--- config.mk ---
export PLATFORM = sky130hd
export DESIGN_NAME = addmul_top
export DESIGN_NICKNAME = d
export VERILOG_FILES = /design/src/addmul_pkg.sv /design/src/addmul_top.sv /design/src/addmul_slave.sv /design/src/addmul_core.sv /design/src/addmul_lane.sv
export SDC_FILE = /design/constraint.sdc
export NUM_CORES = 2
export LEC_CHECK = 0
export BUFFER_PORTS_ARGS = -buffer_cell sky130_fd_sc_hd__buf_2
export CORE_MARGIN = 2
export CORE_UTILIZATION = 40
export CTS_CLUSTER_SIZE = 28
export DETAILED_ROUTE_END_ITERATION = 8
export GPL_ROUTABILITY_DRIVEN = 0
export SYNTH_ARGS = -nofsm -noshare
export SYNTH_HDL_FRONTEND = slang
export SYNTH_SLANG_ARGS = --single-unit
--- constraint.sdc ---
create_clock -name aclk -period 7.1 [get_ports aclk]
set_input_delay 0.71 -clock aclk [delete_from_list [all_inputs] [get_ports aclk]]
set_output_delay 0.71 -clock aclk [all_outputs]
set_load 0.03 [all_outputs]
--- src/addmul_pkg.sv ---
`default_nettype none

package addmul_pkg;

  // ------------------------------------------------------------------
  // AXI4-Lite bus geometry
  // ------------------------------------------------------------------
  localparam int AXIL_DATA_BITS = 32;
  localparam int AXIL_ADDR_BITS = 4;
  localparam int AXIL_STRB_BITS = AXIL_DATA_BITS / 8;
  localparam int AXIL_RESP_BITS = 2;

  localparam logic [AXIL_RESP_BITS-1:0] AXIL_RESP_OKAY = 2'b00;

  // Register index sits above the byte offset
  localparam int REG_IDX_LSB  = $clog2(AXIL_STRB_BITS);
  localparam int REG_IDX_BITS = AXIL_ADDR_BITS - REG_IDX_LSB;

  // ------------------------------------------------------------------
  // Stream and factor widths
  // ------------------------------------------------------------------
  localparam int LANE_BITS   = 32;
  localparam int FACTOR_BITS = 16;
  localparam int COUNT_BITS  = 32;

  // Register map
  localparam logic [REG_IDX_BITS-1:0] MUL_FACT_REG = 2'd0;
  localparam logic [REG_IDX_BITS-1:0] ADD_FACT_REG = 2'd1;
  localparam logic [REG_IDX_BITS-1:0] WORD_CNT_REG = 2'd2;

endpackage

`default_nettype wire
--- src/addmul_top.sv ---
`timescale 1ns/1ps
`default_nettype none

module addmul_top import addmul_pkg::*; #(
  parameter int N_LANES = 4
) (
  input  logic                         aclk,
  input  logic                         aresetn,

  // AXI4-Lite control
  input  logic [AXIL_ADDR_BITS-1:0]    awaddr,
  input  logic                         awvalid,
  output logic                         awready,
  input  logic [AXIL_DATA_BITS-1:0]    wdata,
  input  logic [AXIL_STRB_BITS-1:0]    wstrb,
  input  logic                         wvalid,
  output logic                         wready,
  output logic [AXIL_RESP_BITS-1:0]    bresp,
  output logic                         bvalid,
  input  logic                         bready,
  input  logic [AXIL_ADDR_BITS-1:0]    araddr,
  input  logic                         arvalid,
  output logic                         arready,
  output logic [AXIL_DATA_BITS-1:0]    rdata,
  output logic [AXIL_RESP_BITS-1:0]    rresp,
  output logic                         rvalid,
  input  logic                         rready,

  // Stream in
  input  logic                         in_valid,
  input  logic                         in_last,
  input  logic [N_LANES*LANE_BITS-1:0] in_data,

  // Stream out
  output logic                         out_valid,
  output logic                         out_last,
  output logic [N_LANES*LANE_BITS-1:0] out_data
);

  logic [FACTOR_BITS-1:0] mul_factor;
  logic [FACTOR_BITS-1:0] add_factor;
  logic [COUNT_BITS-1:0]  word_count;

  // ------------------------------------------------------------------
  // Register slave
  // ------------------------------------------------------------------
  addmul_slave u_slave (
    .aclk       (aclk),
    .aresetn    (aresetn),
    .awaddr     (awaddr),
    .awvalid    (awvalid),
    .awready    (awready),
    .wdata      (wdata),
    .wstrb      (wstrb),
    .wvalid     (wvalid),
    .wready     (wready),
    .bresp      (bresp),
    .bvalid     (bvalid),
    .bready     (bready),
    .araddr     (araddr),
    .arvalid    (arvalid),
    .arready    (arready),
    .rdata      (rdata),
    .rresp      (rresp),
    .rvalid     (rvalid),
    .rready     (rready),
    .word_count (word_count),
    .mul_factor (mul_factor),
    .add_factor (add_factor)
  );

  // ------------------------------------------------------------------
  // Multiply-add core
  // ------------------------------------------------------------------
  addmul_core #(
    .N_LANES (N_LANES)
  ) u_core (
    .aclk       (aclk),
    .aresetn    (aresetn),
    .in_valid   (in_valid),
    .in_last    (in_last),
    .in_data    (in_data),
    .mul_factor (mul_factor),
    .add_factor (add_factor),
    .out_valid  (out_valid),
    .out_last   (out_last),
    .out_data   (out_data),
    .word_count (word_count)
  );

endmodule

`default_nettype wire

--- src/addmul_slave.sv ---
`timescale 1ns/1ps
`default_nettype none

module addmul_slave import addmul_pkg::*; (
  input  logic                      aclk,
  input  logic                      aresetn,

  input  logic [AXIL_ADDR_BITS-1:0] awaddr,
  input  logic                      awvalid,
  output logic                      awready,
  input  logic [AXIL_DATA_BITS-1:0] wdata,
  input  logic [AXIL_STRB_BITS-1:0] wstrb,
  input  logic                      wvalid,
  output logic                      wready,
  output logic [AXIL_RESP_BITS-1:0] bresp,
  output logic                      bvalid,
  input  logic                      bready,
  input  logic [AXIL_ADDR_BITS-1:0] araddr,
  input  logic                      arvalid,
  output logic                      arready,
  output logic [AXIL_DATA_BITS-1:0] rdata,
  output logic [AXIL_RESP_BITS-1:0] rresp,
  output logic                      rvalid,
  input  logic                      rready,

  input  logic [COUNT_BITS-1:0]     word_count,
  output logic [FACTOR_BITS-1:0]    mul_factor,
  output logic [FACTOR_BITS-1:0]    add_factor
);

  // Latched addresses and write gating
  logic [AXIL_ADDR_BITS-1:0] awaddr_q;
  logic [AXIL_ADDR_BITS-1:0] araddr_q;
  logic                      aw_en;
  logic                      reg_wren;
  logic                      reg_rden;
  logic [REG_IDX_BITS-1:0]   wr_idx;
  logic [REG_IDX_BITS-1:0]   rd_idx;
  logic [AXIL_DATA_BITS-1:0] rd_word;

  // Factor registers, indices 0 and 1 only
  logic [1:0][AXIL_DATA_BITS-1:0] slv_reg;

  assign wr_idx = awaddr_q[REG_IDX_LSB +: REG_IDX_BITS];
  assign rd_idx = araddr_q[REG_IDX_LSB +: REG_IDX_BITS];

  // ------------------------------------------------------------------
  // Write channel
  // ------------------------------------------------------------------
  assign reg_wren = awready && awvalid && wready && wvalid;

  always_ff @(posedge aclk)
  begin
    if (!aresetn)
    begin
      awready  <= 1'b0;
      wready   <= 1'b0;
      aw_en    <= 1'b1;
      awaddr_q <= '0;
    end
    else if (!awready && awvalid && wvalid && aw_en)
    begin
      // Both ready lines pulse together for one cycle
      awready  <= 1'b1;
      wready   <= 1'b1;
      aw_en    <= 1'b0;
      awaddr_q <= awaddr;
    end
    else
    begin
      awready <= 1'b0;
      wready  <= 1'b0;
      if (bready && bvalid)
        aw_en <= 1'b1;
    end
  end

  // Byte-wise update, writes to 2 and 3 dropped
  always_ff @(posedge aclk)
  begin
    if (!aresetn)
      slv_reg <= '0;
    else if (reg_wren && (wr_idx == MUL_FACT_REG || wr_idx == ADD_FACT_REG))
    begin
      for (int i = 0; i < AXIL_STRB_BITS; i++)
      begin
        if (wstrb[i])
          slv_reg[wr_idx[0]][i*8 +: 8] <= wdata[i*8 +: 8];
      end
    end
  end

  always_ff @(posedge aclk)
  begin
    if (!aresetn)
      bvalid <= 1'b0;
    else if (reg_wren && !bvalid)
      bvalid <= 1'b1;
    else if (bready && bvalid)
      bvalid <= 1'b0;
  end

  assign bresp = AXIL_RESP_OKAY;

  // ------------------------------------------------------------------
  // Read channel
  // ------------------------------------------------------------------
  assign reg_rden = arready && arvalid && !rvalid;

  // One read in flight, so no new arready while rvalid is up
  always_ff @(posedge aclk)
  begin
    if (!aresetn)
    begin
      arready  <= 1'b0;
      araddr_q <= '0;
    end
    else if (!arready && arvalid && !rvalid)
    begin
      arready  <= 1'b1;
      araddr_q <= araddr;
    end
    else
      arready <= 1'b0;
  end

  always_comb
  begin
    case (rd_idx)
      MUL_FACT_REG: rd_word = slv_reg[0];
      ADD_FACT_REG: rd_word = slv_reg[1];
      WORD_CNT_REG: rd_word = word_count;
      default:      rd_word = '0;
    endcase
  end

  // Read data held until rready
  always_ff @(posedge aclk)
  begin
    if (reg_rden)
      rdata <= rd_word;
  end

  always_ff @(posedge aclk)
  begin
    if (!aresetn)
      rvalid <= 1'b0;
    else if (reg_rden)
      rvalid <= 1'b1;
    else if (rvalid && rready)
      rvalid <= 1'b0;
  end

  assign rresp = AXIL_RESP_OKAY;

  // Factors are the low halves
  assign mul_factor = slv_reg[0][FACTOR_BITS-1:0];
  assign add_factor = slv_reg[1][FACTOR_BITS-1:0];

  // ------------------------------------------------------------------
  // Protocol checks
  // ------------------------------------------------------------------
  a_bvalid_hold: assert property (@(posedge aclk) disable iff (!aresetn)
    bvalid && !bready |=> bvalid);

  a_rvalid_hold: assert property (@(posedge aclk) disable iff (!aresetn)
    rvalid && !rready |=> rvalid && $stable(rdata));

  // No new write accepted before the response is taken
  a_no_aw_during_b: assert property (@(posedge aclk) disable iff (!aresetn)
    bvalid |-> !awready);

endmodule

`default_nettype wire

--- src/addmul_core.sv ---
`timescale 1ns/1ps
`default_nettype none

module addmul_core import addmul_pkg::*; #(
  parameter int N_LANES = 4
) (
  input  logic                         aclk,
  input  logic                         aresetn,

  input  logic                         in_valid,
  input  logic                         in_last,
  input  logic [N_LANES*LANE_BITS-1:0] in_data,

  input  logic [FACTOR_BITS-1:0]       mul_factor,
  input  logic [FACTOR_BITS-1:0]       add_factor,

  output logic                         out_valid,
  output logic                         out_last,
  output logic [N_LANES*LANE_BITS-1:0] out_data,
  output logic [COUNT_BITS-1:0]        word_count
);

  // Stage 1 copies of the sideband
  logic valid_s1;
  logic last_s1;

  // ------------------------------------------------------------------
  // Lane array
  // ------------------------------------------------------------------
  for (genvar k = 0; k < N_LANES; k++)
  begin : g_lane
    addmul_lane u_lane (
      .aclk       (aclk),
      .data       (in_data[k*LANE_BITS +: LANE_BITS]),
      .mul_factor (mul_factor),
      .add_factor (add_factor),
      .result     (out_data[k*LANE_BITS +: LANE_BITS])
    );
  end

  // ------------------------------------------------------------------
  // Valid and last, two stages to match the lanes
  // ------------------------------------------------------------------
  always_ff @(posedge aclk)
  begin
    if (!aresetn)
    begin
      valid_s1  <= 1'b0;
      last_s1   <= 1'b0;
      out_valid <= 1'b0;
      out_last  <= 1'b0;
    end
    else
    begin
      valid_s1  <= in_valid;
      last_s1   <= in_last & in_valid;
      out_valid <= valid_s1;
      out_last  <= last_s1;
    end
  end

  // Output word counter, wraps at 2^32
  always_ff @(posedge aclk)
  begin
    if (!aresetn)
      word_count <= '0;
    else if (out_valid)
      word_count <= word_count + 1'b1;
  end

  // ------------------------------------------------------------------
  // Checks
  // ------------------------------------------------------------------
  // Latency through the whole core is fixed at two
  a_latency: assert property (@(posedge aclk) disable iff (!aresetn)
    out_valid == $past(in_valid, 2));

endmodule

`default_nettype wire

--- src/addmul_lane.sv ---
`timescale 1ns/1ps
`default_nettype none

module addmul_lane import addmul_pkg::*; (
  input  logic                   aclk,
  input  logic [LANE_BITS-1:0]   data,
  input  logic [FACTOR_BITS-1:0] mul_factor,
  input  logic [FACTOR_BITS-1:0] add_factor,
  output logic [LANE_BITS-1:0]   result
);

  localparam int PAD_BITS = LANE_BITS - FACTOR_BITS;

  // Factors widened to lane width
  logic [LANE_BITS-1:0] mul_ext;
  logic [LANE_BITS-1:0] add_ext;

  // Stage 1 product, already truncated
  logic [LANE_BITS-1:0] prod_q;

  assign mul_ext = {{PAD_BITS{1'b0}}, mul_factor};
  assign add_ext = {{PAD_BITS{1'b0}}, add_factor};

  // ------------------------------------------------------------------
  // Stage 1: multiply
  // ------------------------------------------------------------------
  // Only the low LANE_BITS of the product are kept,
  // the upper bits never reach the result
  always_ff @(posedge aclk)
  begin
    prod_q <= data * mul_ext;
  end

  // ------------------------------------------------------------------
  // Stage 2: add
  // ------------------------------------------------------------------
  // Carry out of bit 31 wraps away
  always_ff @(posedge aclk)
  begin
    result <= prod_q + add_ext;
  end

endmodule

`default_nettype wire

==> metrics.txt <==
status=finished clean; CP max FO=22; CTS HTree Levels=2; # clock sinks=397; DP Area=65000 um^2; Final Skew=0.0724 ns; Avg Cell Area, Syn=8.90 um^2; Worst-Skew Late Latency=0.69 ns; Main synth FF type=dfxtp_1; final setup fails=0; initial antenna violation count=38; Die X=393 um; Hold Crit Class=input pin to register; pin count of the biggest net entering global routing=110; number of flops mapped to enable cells by yosys=32; Port Buffers=343; worst reg2reg startpoint=u_slave.mul_factor[4]$_SDFFE_PN0P_; Crit. End Element=register; Cells after Synth=6814; worst setup margin=0.309 ns; WL/cell=20.1 um; max_cap viols=0; r2r setup slk=0.31 ns; DIE AREA=155000 um^2; sequential area share after synthesis=13.6%; Max Freq=147 MHz; # hold bufs at CTS=0; largest registers=u_core.g_lane.u_lane.prod_q: 128 flops, u_core.g_lane.u_lane.result: 128 flops; post-detail-place hpwl=140 mm; GRT Util Overall=23.7%; Slew headroom=23.3%; grt total ovfl=0; fraction of the mapped netlist area in adder cells=47.0%; Setup WS pre-CTS=0.206 ns; worst vdd rail ir drop=0.175 mV; Synth Cell Area=60700 um^2; drt drc=0; Synth Area in Simple Gates=17.6%; multiplexer area fraction after synthesis=0.594%; Setup crit start kind=register; yosys warns=0; via count of the first global-routing pass=48745; Slew Limit Fails=0; min Tclk post-route=6.79 ns; first-pass GRT wire length=283 mm; post-route ant nets=0; Slew @ Worst Pin=1.15 ns; number of core rows=142; Post-Synth XOR/XNOR Area=5.02%; final net count=8775; share of layout cells above drive strength 1=8.89%; root buf cell=clkbuf_16; area added between synthesis and finish=10.4%; #FFs+latches synth=397; CTS Buffer Depth=3; hold path endpoint=u_slave.mul_factor[9]$_SDFFE_PN0P_; r2r worst-path depth=23; Pwr Density=86.8 nW/um^2; Routed WL=183 mm; Yosys cell types=79; critical path required time=7.68 ns; RSZ-0062 raised after global routing=no; largest family of logic cells by synthesized area=adder cells; RR Endpoint=u_core.g_lane[3].u_lane.prod_q[30]$_DFF_P_; via count=45813; Ports=352; DR iter-0 viols=2607; arrival time worst endpoint=7.37 ns; clk slew on worst S/H paths=0.07 ns; vias per std cell=5.03; fin crit share=95.7%; Compound-Gate Fraction of Synth Area=5.57%; Hold Violations, Final=0; Post-synth ARST share=0%; kind of critical path=register to register; setup TNS=0 ns; die height=393 um; hold_sp=wdata[9]; CTS tree=yes; final instance area=67000 um^2; Num CTS Buffers=49; leakage=31.9 nW; Starting Density=40.4%; depth of the worst hold-timing path=3; Core Area=150000 um^2; first-pass iteration count of the detailed router=7
-- critical path: stages, from the launching register on --
cell and delay (ns):
dfxtp_4 0.71, buf_4 0.33, buf_4 0.29, and2_1 0.19, fa_1 0.40, inv_1 0.09, fa_1 0.43, fa_1 0.52
inv_1 0.06, fa_1 0.55, fa_1 0.51, inv_1 0.05, fa_1 0.51, inv_1 0.05, ha_1 0.33, a21oi_1 0.21
o21a_1 0.15, o41ai_1 0.09, buf_4 0.18, a21oi_1 0.29, nand3_1 0.16, a31o_2 0.26, a21oi_1 0.16, xnor2_1 0.13
-- power breakdown --
part	internal [mW]	switching, mW
Sequential	2.32	0.0486
Clock	1.54	1.13
Combinational	0.241	0.533
Total	4.10	1.71
-- kinds of logic (layout without fill, tap and decap cells) --
family / after synthesis / after routing
adder cells (fa/ha/maj): 1545 / 1545
buffers and inverters: 1710 / 1983
AO/OA/AOI/OAI: 503 / 503
flip-flops: 397 / 397
AND/OR/NAND/NOR: 2274 / 2274
multiplexers: 36 / 36
XOR/XNOR: 348 / 348
other: 1 / 14
-- synthesized netlist by cell type (all sizes together) (7+ instances only) --
library cell	number	area (um^2)
or3	13	81.3
a21o	42	315
o211ai	10	80.1
a21oi	119	596
dfxtp	365	7310
clkbuf	301	1130
xor2	85	744
nor2	139	522
a211oi	27	213
o22ai	32	200
a31oi	13	103
nand2	1244	4670
o21ai	82	422
nor3	41	205
ha	325	4070
buf	24	110
inv	1385	5200
a21boi	75	563
nor2b	21	131
edfxtp	32	961
and3	42	263
mux2i	36	360
nand2b	26	163
xnor2	263	2300
and2	607	3800
nor3b	7	52.6
nor4	9	56.3
nand4	20	125
o21bai	16	120
o21a	32	240
fa	1220	24400
nand3	80	400
-- metrics by stage --
stage	total power, mW	std cells	utilization, %	hold WS (ns)
detailed placement	3.19	9001	43.3	0.420
floorplan	2.85	6817	-	0.409
global route	6.07	9106	44.6	0.262
finish	5.81	9116	44.6	0.282
global placement	3.18	9001	43.3	0.416
CTS	5.90	9093	44.5	0.243
-- cell usage in the layout (no fill, tap or decap), types with 42 or more instances in the layout --
cell          n
clkbuf_16    50
xor2_1       85
nand2_1    1244
a21o_1       42
xnor2_1     263
and3_1       42
nor2_1      139
inv_1      1385
dfxtp_1     347
buf_4       142
and2_1      606
a21oi_1     119
nand3_1      80
ha_1        325
o21ai_0      53
buf_2       343
fa_1       1220
a21boi_0     69
-- final cells by class --
class	instances	area (um^2)
clock inverter	29	372
inverter	1385	5200
clock buffer	63	1340
sequential	397	8320
fill	14760	83200
multi-input combinational	4710	46000
antenna	10	25.0
timing repair buffer	506	3210
tap	2016	2520
-- worst max path at each step --
stage,start,endpoint,slack (ns)
6_report,u_slave.mul_factor[4]$_SDFFE_PN0P_,u_core.g_lane[3].u_lane.prod_q[30]$_DFF_P_,0.31
5_1_grt,u_slave.mul_factor[4]$_SDFFE_PN0P_,u_core.g_lane[3].u_lane.prod_q[24]$_DFF_P_,0.03
4_1_cts,u_slave.mul_factor[4]$_SDFFE_PN0P_,u_core.g_lane[3].u_lane.prod_q[24]$_DFF_P_,0.18
3_5_place_dp,u_slave.mul_factor[4]$_SDFFE_PN0P_,u_core.g_lane[3].u_lane.prod_q[24]$_DFF_P_,0.21
3_3_place_gp,in_data[8],u_core.g_lane[0].u_lane.prod_q[31]$_DFF_P_,0.23
2_1_floorplan,u_slave.mul_factor[7]$_SDFFE_PN0P_,u_core.g_lane[1].u_lane.prod_q[31]$_DFF_P_,0.64
-- routing by layer --
metal | up-vias | share of wire (%) | track usage (%)
met4 | 42 | 3.6 | 7.53
met5 | - | 0.14 | 0
met3 | 349 | 8.9 | 5.55
met2 | 1529 | 48 | 40.0
met1 | 23194 | 40 | 29.9
li1 | 20699 | - | -
-- what timing repair did --
item,in CTS,in global routing
endpoints found under the setup margin,0,8
setup buffers,0,13
resized for setup,0,1
Power figures use the tool's default switching activity.
